`config.mk`:
```
export PLATFORM = sky130hd
export DESIGN_NAME = axil_sram_ctrl
export DESIGN_NICKNAME = d
export VERILOG_FILES = /design/src/source/axil_pkg.sv /design/src/source/mem_cfg_pkg.sv /design/src/source/axil_sram_ctrl.sv
export SDC_FILE = /design/constraint.sdc
export NUM_CORES = 1
export LEC_CHECK = 0
export ABC_AREA = 1
export BUFFER_PORTS_ARGS = -buffer_cell sky130_fd_sc_hd__buf_4
export CAP_MARGIN = 20
export CORE_AREA = 2 2 65 67
export CTS_CLUSTER_DIAMETER = 50
export DETAILED_ROUTE_END_ITERATION = 16
export DIE_AREA = 0 0 67 69
export PLACE_DENSITY = 0.79
export SLEW_MARGIN = 20
export SYNTH_ARGS = -nofsm -noshare
export SYNTH_HDL_FRONTEND = slang
export SYNTH_SLANG_ARGS = --single-unit
```
`constraint.sdc`:
```
create_clock -name clk_i -period 3 [get_ports clk_i]
set_input_delay 0.3 -clock clk_i [delete_from_list [all_inputs] [get_ports clk_i]]
set_output_delay 0.3 -clock clk_i [all_outputs]
set_load 0.05 [all_outputs]
```
`src/source/axil_pkg.sv`:
```
// ==========================================================
// AXI4-Lite response codes and the controller FSM states;
// only OKAY and SLVERR are ever returned
// ==========================================================

`default_nettype none

package axil_pkg;

  // encodings follow the AXI BRESP/RRESP field
  typedef enum logic [1:0] {
    RESP_OKAY   = 2'b00,
    RESP_SLVERR = 2'b10
  } resp_e;

  // one transaction in flight at a time
  typedef enum logic [1:0] {
    ST_IDLE  = 2'b00,
    ST_WRESP = 2'b01,
    ST_RWAIT = 2'b10,
    ST_RRESP = 2'b11
  } ctrl_state_e;

endpackage

`default_nettype wire

```
`src/source/mem_cfg_pkg.sv`:
```
// ==========================================================
// geometry of the 16 KiB scratchpad, four 1024-word cuts
// of 32-bit words; byte addresses at or above MEM_BYTES
// are out of range and never reach the memory
// ==========================================================

`default_nettype none

package mem_cfg_pkg;

  // word and byte-lane widths
  localparam int unsigned DATA_WIDTH = 32;
  localparam int unsigned STRB_WIDTH = DATA_WIDTH / 8;

  // cut organization
  localparam int unsigned CUT_WORDS  = 1024;
  localparam int unsigned NB_CUTS    = 4;
  localparam int unsigned N_WORDS    = CUT_WORDS * NB_CUTS;
  localparam int unsigned CUT_AW     = $clog2(CUT_WORDS);
  localparam int unsigned CUT_SEL_W  = $clog2(NB_CUTS);
  localparam int unsigned WORD_AW    = CUT_AW + CUT_SEL_W;

  // bus side
  localparam int unsigned ADDR_WIDTH = 32;
  localparam int unsigned MEM_BYTES  = N_WORDS * STRB_WIDTH;

endpackage

`default_nettype wire
```
`src/source/axil_sram_ctrl.sv`:
```
// ==========================================================
// AXI4-Lite slave control, one transaction at a time;
// writes win over reads, AW and W must arrive together,
// the low two address bits are ignored
// ==========================================================

`timescale 1ns/1ps
`default_nettype none

module axil_sram_ctrl (
  input  logic                                clk_i,
  input  logic                                rst_ni,
  // write address channel
  input  logic                                awvalid_i,
  output logic                                awready_o,
  input  logic [mem_cfg_pkg::ADDR_WIDTH-1:0]  awaddr_i,
  // write data channel
  input  logic                                wvalid_i,
  output logic                                wready_o,
  input  logic [mem_cfg_pkg::DATA_WIDTH-1:0]  wdata_i,
  input  logic [mem_cfg_pkg::STRB_WIDTH-1:0]  wstrb_i,
  // write response channel
  output logic                                bvalid_o,
  input  logic                                bready_i,
  output axil_pkg::resp_e                     bresp_o,
  // read address channel
  input  logic                                arvalid_i,
  output logic                                arready_o,
  input  logic [mem_cfg_pkg::ADDR_WIDTH-1:0]  araddr_i,
  // memory request
  output logic                                mem_req_o,
  output logic                                mem_we_o,
  output logic [mem_cfg_pkg::WORD_AW-1:0]     mem_addr_o,
  output logic [mem_cfg_pkg::DATA_WIDTH-1:0]  mem_wdata_o,
  output logic [mem_cfg_pkg::STRB_WIDTH-1:0]  mem_be_o,
  // read response buffer
  output logic                                rd_capture_o,
  output axil_pkg::resp_e                     rd_resp_o,
  output logic                                rd_zero_o,
  input  logic                                rd_done_i
);

  axil_pkg::ctrl_state_e state_q, state_d;
  axil_pkg::resp_e       bresp_q;
  logic                  rd_oor_q;

  logic idle;
  logic write_go;
  logic read_go;
  logic aw_in_range;
  logic ar_in_range;

  assign idle = (state_q == axil_pkg::ST_IDLE);

  // a write needs both AW and W; a pending write blocks the read
  assign write_go = idle && awvalid_i && wvalid_i;
  assign read_go  = idle && arvalid_i && !awvalid_i && !wvalid_i;

  assign aw_in_range = (awaddr_i < mem_cfg_pkg::MEM_BYTES);
  assign ar_in_range = (araddr_i < mem_cfg_pkg::MEM_BYTES);

  always_comb begin
    state_d = state_q;
    case (state_q)
      axil_pkg::ST_IDLE: begin
        if (write_go) begin
          state_d = axil_pkg::ST_WRESP;
        end else if (read_go) begin
          state_d = axil_pkg::ST_RWAIT;
        end
      end
      axil_pkg::ST_WRESP: begin
        if (bready_i) begin
          state_d = axil_pkg::ST_IDLE;
        end
      end
      // memory data is on its way, hand it to the buffer this cycle
      axil_pkg::ST_RWAIT: begin
        state_d = axil_pkg::ST_RRESP;
      end
      axil_pkg::ST_RRESP: begin
        if (rd_done_i) begin
          state_d = axil_pkg::ST_IDLE;
        end
      end
      default: begin
        state_d = axil_pkg::ST_IDLE;
      end
    endcase
  end

  always_ff @(posedge clk_i or negedge rst_ni) begin
    if (!rst_ni) begin
      state_q  <= axil_pkg::ST_IDLE;
      bresp_q  <= axil_pkg::RESP_OKAY;
      rd_oor_q <= 1'b0;
    end else begin
      state_q <= state_d;
      if (write_go) begin
        bresp_q <= aw_in_range ? axil_pkg::RESP_OKAY : axil_pkg::RESP_SLVERR;
      end
      if (read_go) begin
        rd_oor_q <= !ar_in_range;
      end
    end
  end

  // channel handshakes
  assign awready_o = write_go;
  assign wready_o  = write_go;
  assign arready_o = read_go;
  assign bvalid_o  = (state_q == axil_pkg::ST_WRESP);
  assign bresp_o   = bresp_q;

  // the memory is accessed on the handshake edge itself, only when in range
  assign mem_req_o   = (write_go && aw_in_range) || (read_go && ar_in_range);
  assign mem_we_o    = write_go;
  assign mem_addr_o  = write_go ? awaddr_i[mem_cfg_pkg::WORD_AW+1:2]
                                : araddr_i[mem_cfg_pkg::WORD_AW+1:2];
  assign mem_wdata_o = wdata_i;
  assign mem_be_o    = wstrb_i;

  // read response handoff
  assign rd_capture_o = (state_q == axil_pkg::ST_RWAIT);
  assign rd_resp_o    = rd_oor_q ? axil_pkg::RESP_SLVERR : axil_pkg::RESP_OKAY;
  assign rd_zero_o    = rd_oor_q;

endmodule

`default_nettype wire

```
Word-level counts from Yosys, hierarchy flattened
Index checks and enable logic that the tools add are counted.
- bits in registers: 5
- input bits: 107
- word-level logic and storage cells: 32
- magnitude comparators: 2
- equal/unequal tests: 6
- mux-type cells: 8
- reduce and logical (&&, ||, !) cells: 13
- operators with widths (kind ; number):
    32-bit by 15-bit < comparator with 1-bit output (second input constant) ; 2
    12-bit two-way mux ; 1
    2-bit two-way mux ; 6
    2-bit case mux with 4 select lines ; 1
    1-bit logical AND ; 7
    2-bit equality test (second input constant) ; 2
    1-bit logical NOT ; 3
    3-bit by 1-bit inequality test with 1-bit output (second input constant) ; 1
    3-bit AND reduction ; 1
    2-bit by 1-bit equality test with 1-bit output (second input constant) ; 1
    2-bit logical NOT ; 1
    2-bit by 1-bit inequality test with 1-bit output (second input constant) ; 1
    2-bit inequality test (second input constant) ; 1
    1-bit logical OR ; 1

Logic depth before layout (Yosys ltp)
Gate-level depths: netlist of run 1.
- depth after elaboration: 7
- gate-level depth with buffers: 7

Worst setup path after synthesis of run 1
OpenSTA, ideal clock, no wires.
- kind: flip-flop to output port
- from: reg state_q[1]
- to: out mem_req_o
- data arrival time: 1.969 ns
- data required time: 2.700 ns
- slack: 0.731 ns
- cell stages (with the launch flop): 6
- path through: dfrtp_1 > nor2_4 > inv_2 > nor2_2 > nand2_1 > o21ai_1
- word-level cells in the longest chain between the ends: 6
- elaborated cells on any way between the ends: 9
- those cells by class: reduce/logical: 9
- ends and longest elaborated chain (what ; RTL line ; source):
    start, declared ; axil_sram_ctrl.sv:43 ; axil_pkg::ctrl_state_e state_q, state_d;
    start signal, assigned ; axil_sram_ctrl.sv:94 ; state_q <= axil_pkg::ST_IDLE;
    start signal, assigned ; axil_sram_ctrl.sv:98 ; state_q <= state_d;
    2-bit logical NOT ; axil_sram_ctrl.sv:53 ; assign idle = (state_q == axil_pkg::ST_IDLE);
    1-bit logical AND (3 in series) ; axil_sram_ctrl.sv:57 ; assign read_go = idle && arvalid_i && !awvalid_i && !wvalid_i;
    named net arready_o ; axil_sram_ctrl.sv:28 ; output logic arready_o,
    1-bit logical AND ; axil_sram_ctrl.sv:116 ; assign mem_req_o = (write_go && aw_in_range) || (read_go && ar_in_range);
    1-bit logical OR ; axil_sram_ctrl.sv:116 ;
    end, declared ; axil_sram_ctrl.sv:31 ; output logic mem_req_o,
The timed path passes the listed nets, and every way through them passes these cells.

Final worst setup path of run 1
- from: reg state_q[1]
- to: out mem_addr_o[10] (netlist bit)
- word-level cells in the longest chain between the ends: 4
- ends and longest elaborated chain (what ; RTL line ; source):
    2-bit logical NOT ; axil_sram_ctrl.sv:53 ;
    1-bit logical AND (2 in series) ; axil_sram_ctrl.sv:56 ; assign write_go = idle && awvalid_i && wvalid_i;
    12-bit two-way mux ; axil_sram_ctrl.sv:118 ; assign mem_addr_o = write_go ? awaddr_i[mem_cfg_pkg::WORD_AW+1:2]
    end, declared ; axil_sram_ctrl.sv:33 ; output logic [mem_cfg_pkg::WORD_AW-1:0] mem_addr_o,
No other way between the ends.

==> results by group, run 1 <==
Outcome
  – Status: completed

Pwr
  – Leak Pwr: 0.746 nW
  – Power Density: 572 mW/mm²
  – Worst vdd ir: 0.000460 V
  – Total chip power: 745 µW

CTS
  – Post-CTS setup buffers: 0
  – Root buffer cell: clkbuf_8
  – Later-pin clock latency in the skew report: around 0.22 ns
  – Clock slew at reported path FFs: 0.03 ns
  – Resized Gates After CTS: 0
  – CTS Hold Bufs: 1
  – H-tree depth: 1
  – CTS tree: built
  – Clock Sink Count: 4
  – Max Root-Sink Buffers: 2
  – CTS Buf Count: 3

Critical path
  – Critical Path RT: about 2.7 ns
  – Worst Reg-to-Reg Cells: 6
  – Critical path endpoint category: output pin
  – Crit Path Class: register to output pin
  – Worst-path fanout max: 17
  – Worst setup SP type: register
  – Worst R2R Setup Slack: 1.67 ns
  – R2r endpoint: bresp_o[1]
  – Worst r2r src: state_q[1]
  – CP Data Arrival Time: between 1.5 and 2 ns

Timing
  – Worst Skew: around 0.0012 ns
  – Final setup viols: 0
  – RSZ-0062 raised after global routing: no
  – Final worst path period share: 63.3%
  – Min Clock Period, post-route: 1.90 ns
  – Final hold vios: 0
  – Setup TNS: 0 ns
  – Max-slew violation count: 0
  – F_max: 0.527 GHz

Die
  – DIE HEIGHT: 69 µm
  – DIE WIDTH: 67 µm
  – Core box area: roughly 0.0039 mm²
  – Row count: 23
  – Initial core utilization: 21.6%
  – I/O pin count: roughly 170
  – Die Area: 0.00462 mm²

Routing
  – DR vias: ~990
  – DR iter-0 viols: 21
  – TritonRoute pass-1 iters: 4
  – Remaining antenna violation count after routing: 0
  – Final wirelength: 2470 µm
  – Routed vias/inst: 3.99
  – Drt wl/cell: 9.92 µm
  – Remaining DRCs: 0

Synth
  – Synth area leaders: buf_4 (37%), nand2_1 (23%), nor2_1 (12%)
  – Top-area cell type share of the netlist area: 37.3%
  – Seq/Total Area, Yosys: 11.8%
  – Post-Synthesis Cells: between 100 and 150
  – Distinct cells, synth: 19
  – Syn_area_per_cell: around 5.7 µm²
  – Synth warnings: 0
  – Leading area contributor after synthesis: buf_4
  – FF+latch count, synth: 4
  – Synthesized area: 846 µm²

Layout
  – Syn-to-layout area delta: 54.1%
  – Fin area: 0.00130 mm²
  – Post-route insts no fill: about 250
  – Share of layout cells above drive strength 1: 49.2%
  – # nets final: 308
  – Diode count: 0

Hold path
  – Hold path cells: 3
  – Worst hold endpoint: state_q[1]
  – Min-delay worst type: primary input to register
  – Min-delay src: rd_done_i

Placement
  – Placed cell count: 245
  – IO buf count: 88
  – Hpwl dp: 2090 µm
  – GP Congestion: 0.693
  – Placed Area: 0.00125 mm²

Global routing
  – GR Overflow Total: 0
  – Largest net degree at the start of global routing: 18
  – First-pass GRT wire length: 3840 µm
  – Initial antenna violation count: 0
  – Total Routing Usage GR: a little over a tenth
  – Vias in the first global route: 924

Flow run
  – Max Cap Viol: 0
-- worst max path at each step --
stage | from | endpoint | slack, ns | cells after the start
finish | state_q[1] | mem_addr_o[10] | 1.10 | 6
global placement | state_q[1] | mem_addr_o[7] | 1.34 | 6
global route | state_q[1] | mem_addr_o[1] | 0.94 | 6
CTS | state_q[1] | mem_addr_o[8] | 1.08 | 6
floorplan | state_q[1] | mem_req_o | 0.73 | 5
detailed placement | state_q[1] | mem_addr_o[8] | 1.32 | 6
-- state kept, by name (all words and copies together) (netlist names) --
| signal | cells |
|---|---|
| rd_zero_o | 1 |
| state_q | 2 |
| bresp_o | 1 |
-- cell families after synthesis --
family / Yosys count / share of synthesized area (%)
compound gates: 3 / 2.07
buf+inv: 50 / 41.0
flops: 4 / 11.8
other cells: 1 / 0.443
simple gates: 91 / 44.7
-- cells in the final DEF (no fill, tap or decap) --
| cell type | instances |
|---|---|
| nand2_1 | 52 |
| or2_2 | 2 |
| inv_2 | 2 |
| conb_1 | 2 |
| or2_1 | 1 |
| o21bai_1 | 1 |
| clkbuf_8 | 3 |
| buf_4 | 88 |
| nor2_1 | 27 |
| nand2_4 | 1 |
| a21oi_1 | 1 |
| nand3b_1 | 1 |
| nor2_2 | 1 |
| nor2_4 | 1 |
| and2_0 | 1 |
| dfrtp_1 | 4 |
| inv_1 | 5 |
| dlygate4sd3_1 | 1 |
| nand3_1 | 4 |
| o21ai_1 | 1 |
-- power breakdown --
part           leakage [nW]  total (mW)  switching (mW)  internal [mW]
Clock                0.0216       0.118          0.0321         0.0859
Combinational         0.682       0.525           0.345          0.180
Sequential           0.0427       0.102          0.0290         0.0734
-- Yosys cell counts --
| cell type | instances |
|---|---|
| nand2_1 | 52 |
| nor2_2 | 1 |
| nor2_1 | 27 |
| and2_0 | 1 |
| nand2_4 | 1 |
| nand3_1 | 4 |
| buf_2 | 1 |
| o21bai_1 | 1 |
| a21oi_1 | 1 |
| inv_2 | 2 |
| conb_1 | 1 |
| or2_2 | 2 |
| or2_1 | 1 |
| buf_4 | 42 |
| nor2_4 | 1 |
| dfrtp_1 | 4 |
| inv_1 | 5 |
| nand3b_1 | 1 |
| o21ai_1 | 1 |
-- layer usage --
metal / up-vias / share of wire, % / GRT usage (%)
met5: - / 0 / 0
met1: 409 / 31 / 9.33
met2: 63 / 50 / 19.8
li1: 503 / - / -
met3: 19 / 13 / 1.79
met4: 0 / 5.3 / 8.39
-- stage by stage --
step	worst slack (ns)	utilization [%]	hold WS [ns]
floorplan	0.731	-	0.00441
global placement	1.34	32.0	0.0994
detailed placement	1.32	32.0	0.0998
CTS	1.08	33.3	0.348
global route	0.936	33.3	0.367
finish	1.10	33.3	0.354
-- worst max-delay path: stages, from the launching register on --
cell and delay [ns]:
dfrtp_1 0.44, nor2_4 0.18, nand2_4 0.14, inv_2 0.26
nand2_1 0.09, nand2_1 0.07, buf_4 0.19
-- layout make-up --
| cell class | instances | area, µm² |
|---|---|---|
| well taps | 50 | 62.6 |
| fillers | 443 | 2610 |
| multi-input cells | 96 | 403 |
| inverters | 7 | 26.3 |
| flip-flops and latches | 4 | 100 |
| repair buffers | 89 | 671 |
| clock buffers | 3 | 41.3 |
No activity file was read; power rests on OpenSTA's default activity.
==> run 2, diff against run 1 <==
- clock period: 3 -> 1.8 ns (I/O delays scaled with it)
==> results by group, run 2 (synthesis results as in run 1) <==
Critical path
  – Worst Reg-to-Reg Cells: 6
  – CP Data Arrival Time: 1.52 ns
  – Crit Path Class: register to output pin
  – Worst r2r src: state_q[0]
  – Worst-path fanout max: 14
  – Critical Path RT: between 1.5 and 2 ns
  – Crit-path cells: nor2_4 -> nand2_8 -> nor2_2 -> nand3_2 -> o21ai_4 -> buf_4
  – Worst R2R Setup Slack: 0.54 ns
  – R2r endpoint: bresp_o[1]
  – Critical path endpoint category: output pin
  – CP max stage cell: dfrtp_2
  – Worst setup SP type: register
  – CP peak stage delay: 0.44 ns

Routing
  – Final wirelength: 2500 µm
  – Routed vias/inst: 3.96
  – DR iter-0 viols: 8
  – DR vias: between 900 and 1,000
  – Remaining antenna violation count after routing: 0
  – Remaining DRCs: 0
  – Drt wl/cell: 10.0 µm
  – TritonRoute pass-1 iters: 4

Layout
  – Fin area: between 0.001 and 0.0015 mm²
  – Syn-to-layout area delta: 58.4%
  – Largest register FFs: 2
  – Commonest non-fill, non-tap cells in the layout: buf_4 (88), nand2_1 (52), nor2_1 (26), inv_1 (5)
  – Share of layout cells above drive strength 1: between 50% and 60%
  – Most common cell after layout, fill and taps aside: buf_4
  – # nets final: ~300
  – Largest reg by FF count: state_q
  – Final core utilization: 34.2%
  – Diode count: 0

Placement
  – IO buf count: 88
  – GP Congestion: around 0.62
  – Hpwl dp: approximately 2100 µm
  – Placed Area: roughly 0.0013 mm²
  – Setup WS pre-CTS: 0.195 ns

CTS
  – Clock Sink Count: 4
  – H-tree depth: 1
  – CTS tree: built
  – Post-CTS setup buffers: 0
  – Root buffer cell: clkbuf_8
  – Later-pin clock latency in the skew report: 0.22 ns
  – CTS Buf Count: 3
  – Max Root-Sink Buffers: 2
  – Clock slew at reported path FFs: roughly 0.030 ns

Timing
  – F_max: 0.588 GHz
  – Setup TNS: 0 ns
  – Max-slew violation count: 0
  – Final setup viols: 0
  – Min Clock Period, post-route: 1.70 ns
  – Worst Skew: 0.00232 ns
  – RSZ-0062 raised after global routing: no
  – Post-route setup slack: 0.0993 ns
  – Final worst path period share: 94.5%
  – Final hold vios: 0

Flow run
  – Max Cap Viol: 0

Hold path
  – Worst hold endpoint: state_q[1]
  – Min-delay worst type: primary input to register
  – Hold path cells: 3
  – Min-delay src: rd_done_i

Global routing
  – First-pass GRT wire length: 4000 µm
  – Largest net degree at the start of global routing: 18
  – Vias in the first global route: 963
  – Initial antenna violation count: 0
  – Total Routing Usage GR: between 10% and 20%
  – GR Overflow Total: 0

Pwr
  – Power Density: 942 mW/mm²
  – Leak Pwr: 0.741 nW
  – Worst vdd ir: 0.000710 V

Die
  – Row count: 23
  – DIE WIDTH: 67 µm
  – Core box area: 0.00391 mm²
  – DIE HEIGHT: 69 µm
  – Die Area: 0.00462 mm²
  – I/O pin count: 167
  – Initial core utilization: 21.6%

Outcome
  – Status: completed
[run 2: layer usage]
metal	track usage, %	routed length, µm	vias up
met4	7.48	81	0
met5	0	0	-
met2	19.4	1240	68
met3	4.08	345	11
met1	9.83	831	402
li1	-	-	506
[run 2: how the worst max path moves through the flow]
stage / start / to / slack, ns
after floorplan: state_q[1] / mem_req_o / 0.15
after global placement: state_q[1] / mem_req_o / 0.21
after detailed placement: state_q[0] / mem_addr_o[1] / 0.20
after CTS: state_q[1] / mem_req_o / 0.02
after global routing: state_q[0] / mem_req_o / 0.007
final: state_q[0] / mem_req_o / 0.1
[run 2: where the power goes]
part	switching, mW	internal [mW]
sequential	0.0457	0.125
clock	0.0471	0.143
combinational	0.595	0.307
total	0.687	0.574
[run 2: layout make-up]
class	count	area, µm²
multi-input combinational	96	435
timing repair buffer	89	671
sequential	4	101
tap	50	62.6
clock buffer	3	41.3
fill	427	2570
inverter	7	28.8
[run 2: repair_timing]
action	4_1_cts	5_1_grt
endpoints found under the hold margin	4	0
resized for setup	2	3
hold buffers	1	0
pin swaps	0	1
endpoints found under the setup margin	13	9
gates cloned	0	0
[run 2: worst max-delay path, delay by kind of cell (launching register included)]
kind | cells | cell delay, ns
compound gates | 1 | 0.08
buf+inv | 1 | 0.20
flops | 1 | 0.44
simple gates | 4 | 0.58
[run 2: through the flow]
| step | hold slack, ns | power, mW | std cells |
|---|---|---|---|
| 3_3_place_gp | -0.0222 | 1.05 | 245 |
| 6_report | 0.236 | 1.26 | 249 |
| 2_1_floorplan | -0.116 | 0.992 | 150 |
| 5_1_grt | 0.280 | 1.35 | 249 |
| 4_1_cts | 0.233 | 1.26 | 249 |
| 3_5_place_dp | -0.0212 | 1.06 | 245 |
