**src/source/axil_pkg.sv**
```systemverilog
// ==========================================================
// AXI4-Lite response codes and the controller FSM states;
// only OKAY and SLVERR are ever returned
// ==========================================================

`default_nettype none

package axil_pkg;

  // encodings follow the AXI BRESP/RRESP field
  typedef enum logic [1:0] {
    RESP_OKAY   = 2'b00,
    RESP_SLVERR = 2'b10
  } resp_e;

  // one transaction in flight at a time
  typedef enum logic [1:0] {
    ST_IDLE  = 2'b00,
    ST_WRESP = 2'b01,
    ST_RWAIT = 2'b10,
    ST_RRESP = 2'b11
  } ctrl_state_e;

endpackage

`default_nettype wire

```
**src/source/mem_cfg_pkg.sv**
```systemverilog
// ==========================================================
// geometry of the 16 KiB scratchpad, four 1024-word cuts
// of 32-bit words; byte addresses at or above MEM_BYTES
// are out of range and never reach the memory
// ==========================================================

`default_nettype none

package mem_cfg_pkg;

  // word and byte-lane widths
  localparam int unsigned DATA_WIDTH = 32;
  localparam int unsigned STRB_WIDTH = DATA_WIDTH / 8;

  // cut organization
  localparam int unsigned CUT_WORDS  = 1024;
  localparam int unsigned NB_CUTS    = 4;
  localparam int unsigned N_WORDS    = CUT_WORDS * NB_CUTS;
  localparam int unsigned CUT_AW     = $clog2(CUT_WORDS);
  localparam int unsigned CUT_SEL_W  = $clog2(NB_CUTS);
  localparam int unsigned WORD_AW    = CUT_AW + CUT_SEL_W;

  // bus side
  localparam int unsigned ADDR_WIDTH = 32;
  localparam int unsigned MEM_BYTES  = N_WORDS * STRB_WIDTH;

endpackage

`default_nettype wire
```
**src/source/read_resp_buf.sv**
```systemverilog
// ==========================================================
// R channel holding register; data and response stay put
// while rvalid_o is high and rready_i is low
// ==========================================================

`timescale 1ns/1ps
`default_nettype none

module read_resp_buf (
  input  logic                                clk_i,
  input  logic                                rst_ni,
  input  logic                                capture_i,
  input  logic [mem_cfg_pkg::DATA_WIDTH-1:0]  data_i,
  input  axil_pkg::resp_e                     resp_i,
  output logic                                rvalid_o,
  input  logic                                rready_i,
  output logic [mem_cfg_pkg::DATA_WIDTH-1:0]  rdata_o,
  output axil_pkg::resp_e                     rresp_o,
  output logic                                done_o
);

  logic                               rvalid_q;
  logic [mem_cfg_pkg::DATA_WIDTH-1:0] data_q;
  axil_pkg::resp_e                    resp_q;

  always_ff @(posedge clk_i or negedge rst_ni) begin
    if (!rst_ni) begin
      rvalid_q <= 1'b0;
    end else if (capture_i) begin
      rvalid_q <= 1'b1;
    end else if (done_o) begin
      rvalid_q <= 1'b0;
    end
  end

  // payload is only loaded on capture, so it holds under back-pressure
  always_ff @(posedge clk_i) begin
    if (capture_i) begin
      data_q <= data_i;
      resp_q <= resp_i;
    end
  end

  assign rvalid_o = rvalid_q;
  assign rdata_o  = data_q;
  assign rresp_o  = resp_q;

  // the handshake itself tells the controller the read is over
  assign done_o = rvalid_q && rready_i;

endmodule

`default_nettype wire

```
**config.mk**
```make
export PLATFORM = sky130hd
export DESIGN_NAME = read_resp_buf
export DESIGN_NICKNAME = d
export VERILOG_FILES = /design/src/source/axil_pkg.sv /design/src/source/mem_cfg_pkg.sv /design/src/source/read_resp_buf.sv
export SDC_FILE = /design/constraint.sdc
export NUM_CORES = 1
export LEC_CHECK = 0
export BUFFER_PORTS_ARGS = -buffer_cell sky130_fd_sc_hd__buf_2
export CORE_MARGIN = 2
export CORE_UTILIZATION = 42
export DETAILED_ROUTE_END_ITERATION = 8
export GPL_TIMING_DRIVEN = 0
export PLACE_DENSITY = 0.81
export RECOVER_POWER = 25
export SKIP_CTS_REPAIR_TIMING = 1
export SLEW_MARGIN = 0
export SYNTH_ARGS = -nofsm -noshare
export SYNTH_HDL_FRONTEND = slang
export SYNTH_SLANG_ARGS = --single-unit
```
**constraint.sdc**
```tcl
create_clock -name clk_i -period 1 [get_ports clk_i]
set_input_delay 0.05 -clock clk_i [delete_from_list [all_inputs] [get_ports clk_i]]
set_output_delay 0.05 -clock clk_i [all_outputs]
set_load 0.05 [all_outputs]
```
---- Yosys cells after proc, flatten, opt, wreduce, memory -nomap -nowiden ----
Cells that the tools add are included.
storage, ports and cells
  memory bits (writable) .................. 0
  output and inout bits ................... 36
  bits in read-only memories .............. 0
  memories ................................ 0
  word-level logic and storage cells ...... 7
  bits in latches ......................... 0
  input bits .............................. 38
  bits in registers ....................... 35
operators by class
  div/mod/pow operators ................... 0
  $mul .................................... 0
  reduce and logical (&&, ||, !) cells .... 2
  multiplexer cells ....................... 2
  shift-type cells ........................ 0
  equal/unequal tests ..................... 0
  order comparisons ....................... 0
  add/sub/neg operators ................... 0
  bitwise logic cells ..................... 0
operator list
  operator             count
  $mux W1              2
  $reduce_bool A2 Y1   1
  $logic_and A1 B1 Y1  1

---- Depth between registers and ports, before layout ----
Gate-level depths: netlist of the first run.
  depth in word-level cells ............... 3
  gate-level depth with buffers ........... 2
  gate-level depth less buffers ........... 2

---- Worst setup path after synthesis of the first run ----
OpenSTA, ideal clock, no wires.
  path type ............................... flip-flop to output port
  from .................................... register rvalid_q, in the netlist rvalid_o
  to ...................................... output port done_o
  path buffers ............................ 0
  cell stages (with the launch flop) ...... 2
  path slack .............................. -0.054 ns
  required time ........................... 0.950 ns
  arrival time ............................ 1.004 ns
  cells stage by stage .................... dfrtp_1 -> and2_2
between the ends
  word-level cells in the longest chain between the ends .. 1
RTL lines
  what                    line                 text
  from (decl)             read_resp_buf.sv:22  logic rvalid_q;
  from (signal assigned)  read_resp_buf.sv:28  rvalid_q <= 1'b0;
  from (signal assigned)  read_resp_buf.sv:30  rvalid_q <= 1'b1;
  from (signal assigned)  read_resp_buf.sv:32  rvalid_q <= 1'b0;
  $logic_and A1 B1 Y1     read_resp_buf.sv:49  assign done_o = rvalid_q && rready_i;
  to (decl)               read_resp_buf.sv:19  output logic done_o
No other way between the ends.

---- Worst setup path in the final report of the first run ----
Ends and elaborated chain as after synthesis.

==> results.ini, run 1 <==
[status]
outcome=finished, violations left
violations=negative setup slack

[synth]
synthDistinctLibCells=5
synth_edf_count=34
synth-seq-area-share=0.982
synth_area_leaders=edfxtp_1 (96%), dfrtp_1 (2.4%), a21o_1 (0.71%)
synth.largest_area_cell=edfxtp_1
synth_top_cell_area_share=0.959
ys_top_cells_by_count=edfxtp_1 (34), a21o_1 (1), and2_2 (1), dfrtp_1 (1), inv_1 (1)
yosysMostFrequentCell=edfxtp_1
netlist_area_um2=1060
syn_area_per_cell_um2=28.0
synth-main-ff-cell=edfxtp_1
synth_fp_nets=76
async_flop_share=0.0286
synthCells=38
synth-seq-cells=35
yosys_warnings=0

[clock_network]
cts.clk_slew.worst_paths_ns=0.09
clockBufferDepth=2
cts_tree=yes
clk-insertion-delay-late_ns=0.31
htreeDepth=2
cts_sinks=35
clockRootBuffer=clkbuf_4
cts_made_buffers=5

[job]
maxCapViolCount=0

[floorplan]
dieWidth_um=54.4
die_y_um=54.4
core_area_um2=2430
boundaryPins=74
num_rows=18
start_util=0.438
die-area_um2=2950

[sta]
slew_viol_final=0
fin_skew_ns=0
setup_viol=3
relSlewSlack=0.508
fmax_mhz=937
period_needed_ns=1.07
timing.final.crit_share=1.07
rsz0062_at_grt=true
setup_slack_ns=-0.0673
hold_viol=0
finalSetupTns_ns=-0.0797
tightest_slew_ns=0.739

[setup_path]
r2r_cells=1
r2r_setup_slack_ns=0.30
start_kind=register
r2r-start=rvalid_o
worstPathMaxFanout=3
timing.rr.end=rvalid_o
crit_arrival_ns=1.02
crit_type=register to primary output
crit_required_ns=0.95
endpoint_kind=primary output

[global_routing]
overflow=0
antenna_found_initial=0
grt_pass1_wl_um=2600
grt_max_degree=36
track_usage=0.142
grt_pass1_vias=565

[route]
initialDrtViolationCount=17
wire_per_inst_um=17.3
drc=0
vias_per_cell=4.53
drt_pre_antenna_iters=3
dr_total_vias=838
antenna_left=0
drt-total-wl_um=3200

[finish]
n_antenna_cell=0
final_area_um2=2010
drive_gt1_frac=0.529
syn2layout_area_growth_pct=88.7
layout.nets=192

[pwr]
cellLeakagePower_nw=0.871
p_total_mw=3.44
peakVddDrop_uv=1470
p_per_area_nw_per_um2=1710

[place]
dpl_cell_area_um2=1470
finalWeightedCongestion=0.574
port_buffers=73

[worst_hold_path]
hold_path_class=primary input to async pin

-- how the worst max path moves through the flow --
stage              start     endpoint  cells after the start
3_5_place_dp   capture_i  rdata_o[18]                      1
2_1_floorplan   rvalid_o       done_o                      1
4_1_cts         rvalid_o       done_o                      2
5_1_grt         rvalid_o       done_o                      2
3_3_place_gp   capture_i  rdata_o[20]                      1
6_report        rvalid_o       done_o                      2
-- cell usage in the layout, fill, tap and decap left out, drive strengths merged --
| cell | count |
|---|---|
| edfxtp | 34 |
| inv | 1 |
| dfrtp | 1 |
| clkbuf | 8 |
| buf | 73 |
| and2 | 1 |
| a21o | 1 |
| dlygate4sd3 | 36 |
-- stage by stage --
stage | worst slack, ns | cells | hold WS (ns) | util
floorplan | 0.0939 | 38 | -0.246 | -
global placement | 0.0120 | 141 | -0.175 | 0.604
detailed placement | -0.0315 | 141 | -0.171 | 0.604
CTS | -0.186 | 149 | -0.528 | 0.632
global route | -0.111 | 185 | 0.0215 | 0.826
finish | -0.0673 | 185 | 0.0351 | 0.826
-- final cells by class --
class,count,area (um2)
fillers,126,423
repair buffers,109,836
well taps,30,37.5
inverters,1,3.75
multi-input cells,2,16.3
flip-flops and latches,35,1050
clock buffers,8,68.8
-- power breakdown --
part / switching [mW] / total, mW / internal, mW
logic: 0.531 / 0.825 / 0.293
registers: 0.0472 / 1.79 / 1.74
clock network: 0.420 / 0.834 / 0.414
-- cell families (layout without fill, tap and decap cells) --
kind of cell,after synthesis,in the layout,share of synthesized area
simple gates,1,1,0.00705
compound gates,1,1,0.00705
flops,35,35,0.982
buf+inv,1,118,0.00352
-- per-layer routing --
layer  track usage  vias to the layer above  wire length [um]
li1              -                      382                 -
met1         0.145                      394              1220
met2         0.219                       56              1640
met3        0.0792                        6               306
met4         0.100                        0                40
met5             0                        -                 0
-- worst max-delay path, stage by stage (launching register included) --
cell and delay [ns]:
dfrtp_2 0.42, and2_4 0.14, buf_8 0.14
-- registers in the layout (all words and copies together) (netlist names) --
signal,cells
rdata_o,32
rresp_o,2
rvalid_o,1
No activity file was read; power rests on OpenSTA's default activity.
==> run 2, diff against run 1 <==
- CELL_PAD_IN_SITES_DETAIL_PLACEMENT: unset -> 1
- CELL_PAD_IN_SITES_GLOBAL_PLACEMENT: unset -> 2
- CORE_UTILIZATION: 42 -> 27
- PLACE_DENSITY: 0.81 -> unset
- PLACE_DENSITY_LB_ADDON: unset -> 0.1
==> run 2 against run 1 <==
The run still ends with negative setup slack left. Final cell count up 9.2%. Die area up 51%. Combinational power down 9.9%. Clock-buffer cell count down 2. Non-clock buffer count down 1. Cell area down 3.8%. Worst hold slack better by 0.031 ns.
==> results.ini, run 2 (same netlist as run 1, synthesis figures left out) <==
[pwr]
p_switching_mw=1.00  ; +0.43%
p_total_mw=3.44  ; -0.11%
p_comb_frac=0.216  ; -0.023
peakVddDrop_uv=1110  ; -24%
cellLeakagePower_nw=0.835  ; -4.2%
clkPwrFrac=0.270  ; +0.028
p_per_area_nw_per_um2=1780  ; +3.8%
sw_frac_of_total=0.291  ; +0.00156
power_frac_seq=0.514  ; -0.004
intPower_mw=2.44  ; -0.33%

[sta]
period_needed_ns=1.02  ; -0.0452 ns
hold_viol=0  ; unchanged
rsz0062_at_grt=true
tightest_slew_ns=0.763  ; +0.0246 ns
timing.final.crit_share=1.02  ; -0.0452
fin_skew_ns=0  ; unchanged
setup_viol=1  ; -2
slew_viol_final=0  ; unchanged
finalSetupTns_ns=-0.0221  ; +0.0576 ns
setup_slack_ns=-0.0221  ; +0.0452 ns
fmax_mhz=978  ; +4.4%
relSlewSlack=0.491  ; -0.0164

[finish]
layout.nets=191  ; -0.52%
final_area_um2=1930  ; -3.8%
largest_reg_flops=32  ; unchanged
fillers=394  ; +210%
seqCellArea_um2=1050  ; unchanged
drive_gt1_frac=0.519  ; -0.00955
syn2layout_area_growth_pct=81.6
multi_input_area_um2=16.3  ; unchanged
n_antenna_cell=0  ; unchanged
final_cell_mix=buf_2 (72), dlygate4sd3_1 (35), edfxtp_1 (34)
final_common_cell=buf_2

[setup_path]
crit_required_ns=0.95  ; about the same
critPathMaxStageDelay_ns=0.41  ; about the same
cpLargestDelayFamily=flip-flops
path_cells=and2_4, buf_8
path_buf_inv=1  ; unchanged
r2r_cells=1  ; unchanged
worstPathMaxFanout=3  ; unchanged
cp_num_cells=2  ; unchanged
endpoint_kind=primary output
crit_arrival_ns=0.97  ; -0.05 ns
crit_slowest_cell=dfrtp_2
crit_type=register to primary output
start_kind=register

[global_routing]
track_usage=0.0997  ; -0.0424
grt_pass1_vias=643  ; +14%
antenna_found_initial=0  ; unchanged
grt_pass1_wl_um=3120  ; +20%
grt_max_degree=36  ; unchanged
overflow=0  ; unchanged

[worst_hold_path]
hold_path_class=primary input to register
min_delay_path_depth=3

[floorplan]
boundaryPins=74  ; unchanged
die_y_um=66.8  ; +23%
core_area_um2=3720  ; +53%
dieWidth_um=66.8  ; +23%
num_rows=22  ; +4
start_util=0.287  ; -0.151
die-area_um2=4460  ; +51%

[clock_network]
clockRootBuffer=clkbuf_8
cts.clk_slew.worst_paths_ns=0.06  ; -0.03 ns
cts_tree=yes
clockBufferDepth=2  ; unchanged
clk-insertion-delay-late_ns=0.27  ; -0.04 ns
htreeDepth=2  ; unchanged
cts_made_buffers=5  ; unchanged
cts_sinks=35  ; unchanged

[job]
maxCapViolCount=0  ; unchanged

[status]
outcome=finished, violations left
violations=negative setup slack

[place]
finalWeightedCongestion=0.672  ; +17%
port_buffers=73  ; unchanged
dpl_cell_area_um2=1490  ; +1.5%

[route]
drt_pre_antenna_iters=4  ; +1
drc=0  ; unchanged
drt-total-wl_um=2750  ; -14%
vias_per_cell=3.86  ; -15%
dr_total_vias=779  ; -7.0%
antenna_left=0  ; unchanged
initialDrtViolationCount=42  ; +25
wire_per_inst_um=13.6  ; -21%

[run 2: cell type report]
type	count	share of cell area
Clock buffer	6	0.0375
Sequential cell	35	0.542
Inverter	1	0.00194
Multi-Input combinational cell	2	0.00841
Clock inverter	2	0.00388
Tap cell	48	0.0311
Timing Repair Buffer	108	0.375
[run 2: path summary, 6_finish.rpt]
path | startpoint | end | slack, ns
max in group asynchronous | rst_ni | rvalid_o | 0.81
min reg2reg | rvalid_o | rvalid_o | 0.53
max | rvalid_o | done_o | -0.02
min in group asynchronous | rst_ni | rvalid_o | 0.09
max reg2reg | rvalid_o | rvalid_o | 0.29
min | rready_i | rvalid_o | 0.07
[run 2: power groups by stage]
stage               sequential [mW]  combinational (mW)  clock [mW]
floorplan                      2.21              0.0157           0
global placement               1.79               0.626           0
detailed placement             1.80               0.630           0
CTS                            1.77               0.631       0.974
global route                   1.78               0.777        1.05
finish                         1.77               0.743       0.930
[run 2: worst min-delay path, delay by kind of cell]
kind	cells	cell delay (ns)
AOI/OAI and AO/OA	1	0.11
buffers and inverters	2	0.14
[run 2: per-stage QoR]
| stage | std cells | worst slack [ns] | hold WS [ns] | util |
|---|---|---|---|---|
| after floorplan | 38 | 0.0939 | -0.246 | - |
| after global placement | 159 | -0.0303 | -0.174 | 0.401 |
| after detailed placement | 159 | -0.0615 | -0.172 | 0.401 |
| after CTS | 167 | -0.131 | -0.479 | 0.423 |
| after global routing | 202 | -0.0627 | 0.0659 | 0.520 |
| final | 202 | -0.0221 | 0.0666 | 0.520 |
[run 2: metal layers]
layer | vias to the layer above | GRT usage | routed length (um)
li1 | 378 | - | -
met1 | 356 | 0.109 | 1010
met2 | 45 | 0.164 | 1520
met3 | 0 | 0.0524 | 217
met4 | 0 | 0.0383 | 0
met5 | - | 0 | 0
==> run 3, diff against run 2 <==
- HOLD_SLACK_MARGIN: unset -> 0.12
- SETUP_SLACK_MARGIN: unset -> 0.05
==> run 3 against run 2 <==
The run still ends with negative setup slack left. Non-clock buffer count grew 2. First-iteration DRC count grew 50%. Largest cell class unchanged. Fmax shrank 1.5%. Flip-flop and latch count is the same. Clock-buffer cell count is the same. Die area is the same. Final cell count grew 0.99%.
==> results.ini, run 3 (same netlist as run 1, synthesis figures left out) <==
[status]
outcome=finished, violations left
violations=negative setup slack

[route]
wire_per_inst_um=13.8  ; +1.6%
vias_per_cell=3.88  ; +0.67%
dr_total_vias=792  ; +1.7%
drc=0  ; unchanged
drt-total-wl_um=2820  ; +2.6%
initialDrtViolationCount=63  ; +50%
antenna_left=0  ; unchanged
drt_pre_antenna_iters=4  ; unchanged

[pwr]
p_switching_mw=1.01  ; +1.2%
p_per_area_nw_per_um2=1750  ; -1.9%
power_frac_seq=0.508  ; -0.006
cellLeakagePower_nw=0.858  ; +2.8%
intPower_mw=2.47  ; +1.5%
sw_frac_of_total=0.291  ; -0.000571
peakVddDrop_uv=1240  ; +12%
p_comb_frac=0.224  ; +0.008
p_total_mw=3.49  ; +1.4%
clkPwrFrac=0.269  ; about the same

[floorplan]
start_util=0.287  ; unchanged
num_rows=22  ; unchanged
boundaryPins=74  ; unchanged
die-area_um2=4460  ; unchanged
dieWidth_um=66.8  ; unchanged
die_y_um=66.8  ; unchanged
core_area_um2=3720  ; unchanged

[clock_network]
clockRootBuffer=clkbuf_8
cts_made_buffers=5  ; unchanged
clk-insertion-delay-late_ns=0.28  ; about the same
cts_sinks=35  ; unchanged
clockBufferDepth=2  ; unchanged
cts_tree=yes
htreeDepth=2  ; unchanged
cts.clk_slew.worst_paths_ns=0.07  ; about the same

[finish]
final_common_cell=buf_2
finish.utilization=0.538  ; +0.0175
final_area_um2=2000  ; +3.4%
largest_reg_flops=32  ; unchanged
n_antenna_cell=0  ; unchanged
fillers=391  ; -0.76%
final_cells=204  ; +0.99%
seqCellArea_um2=1050  ; unchanged
multi_input_area_um2=16.3  ; unchanged
layout.nets=193  ; +1.0%
final_cell_mix=buf_2 (57), dlygate4sd3_1 (37), edfxtp_1 (34)
drive_gt1_frac=0.513  ; -0.00666
syn2layout_area_growth_pct=87.7

[setup_path]
r2r_cells=1  ; unchanged
r2r_setup_slack_ns=0.29  ; about the same
crit_slowest_cell=dfrtp_2
path_cells=and2_4, buf_8
crit_required_ns=0.95  ; about the same
crit_type=register to primary output
r2r-start=rvalid_o
timing.rr.end=rvalid_o
critPathMaxStageDelay_ns=0.42  ; about the same
start_kind=register
crit_arrival_ns=0.99  ; +0.02 ns
worstPathMaxFanout=3  ; unchanged
endpoint_kind=primary output

[worst_hold_path]
worstHoldStart=capture_i
min_delay_path_depth=1  ; -2
hold_path_class=primary input to register
min_to=rdata_o[25]

[global_routing]
antenna_found_initial=0  ; unchanged
grt_pass1_vias=643  ; unchanged
track_usage=0.0997  ; unchanged
grt_pass1_wl_um=3120  ; unchanged
overflow=0  ; unchanged
grt_max_degree=36  ; unchanged

[sta]
fmax_mhz=963  ; -1.5%
timing.final.crit_share=1.04  ; +0.0160
period_needed_ns=1.04  ; +0.0160 ns
setup_viol=1  ; unchanged
rsz0062_at_grt=true
fin_skew_ns=0  ; unchanged
fin_hold_ws_ns=0.393  ; +0.326 ns
tightest_slew_ns=0.761  ; -0.00247 ns
slew_viol_final=0  ; unchanged
relSlewSlack=0.493  ; +0.00165
setup_slack_ns=-0.0382  ; -0.0160 ns
hold_viol=0  ; unchanged

[place]
dpl_cell_area_um2=1490  ; unchanged
port_buffers=73  ; unchanged
place_inst=159  ; unchanged
finalWeightedCongestion=0.672  ; unchanged

[job]
maxCapViolCount=0  ; unchanged

==> run 3: cell type report <==
class / count / area share
Inverter: 1 / 0.00188
Multi-Input combinational cell: 2 / 0.00814
Tap cell: 48 / 0.0301
Sequential cell: 35 / 0.524
Clock buffer: 6 / 0.0363
Clock inverter: 2 / 0.00376
Timing Repair Buffer: 110 / 0.396
==> run 3: how the worst max path moves through the flow <==
stage	from	to	slack [ns]	cells after the start
6_report	rvalid_o	done_o	-0.04	2
5_1_grt	rvalid_o	done_o	-0.07	2
4_1_cts	rvalid_o	done_o	-0.13	2
3_5_place_dp	capture_i	rdata_o[2]	-0.06	1
3_3_place_gp	capture_i	rdata_o[7]	-0.03	1
2_1_floorplan	rvalid_o	done_o	0.09	1
==> run 3: layer usage <==
layer / up-vias / GRT usage / part of all wire
li1: 382 / - / -
met3: 0 / 0.0524 / 0.081
met5: - / 0 / 0
met1: 365 / 0.109 / 0.37
met4: 0 / 0.0383 / 0
met2: 45 / 0.164 / 0.55
==> run 3: stage by stage <==
stage                     setup WS (ns)  setup TNS, ns
after detailed placement        -0.0615          -2.04
after global placement          -0.0303         -0.993
after floorplan                  0.0939              0
after CTS                        -0.131         -0.131
after global routing            -0.0692        -0.0720
final                           -0.0382        -0.0382
==> run 3: worst max-delay path: cells and delay by family, from the launching register on <==
kind          cells  cell delay [ns]
simple gates      1             0.15
buf+inv           1             0.14
flops             1             0.42
==> run 3: power by group through the flow <==
stage          Clock, mW  Combinational [mW]  Sequential (mW)
2_1_floorplan          0              0.0157             2.21
3_3_place_gp           0               0.626             1.79
3_5_place_dp           0               0.630             1.80
4_1_cts            0.974               0.631             1.77
5_1_grt             1.05               0.815             1.78
6_report           0.937               0.780             1.77
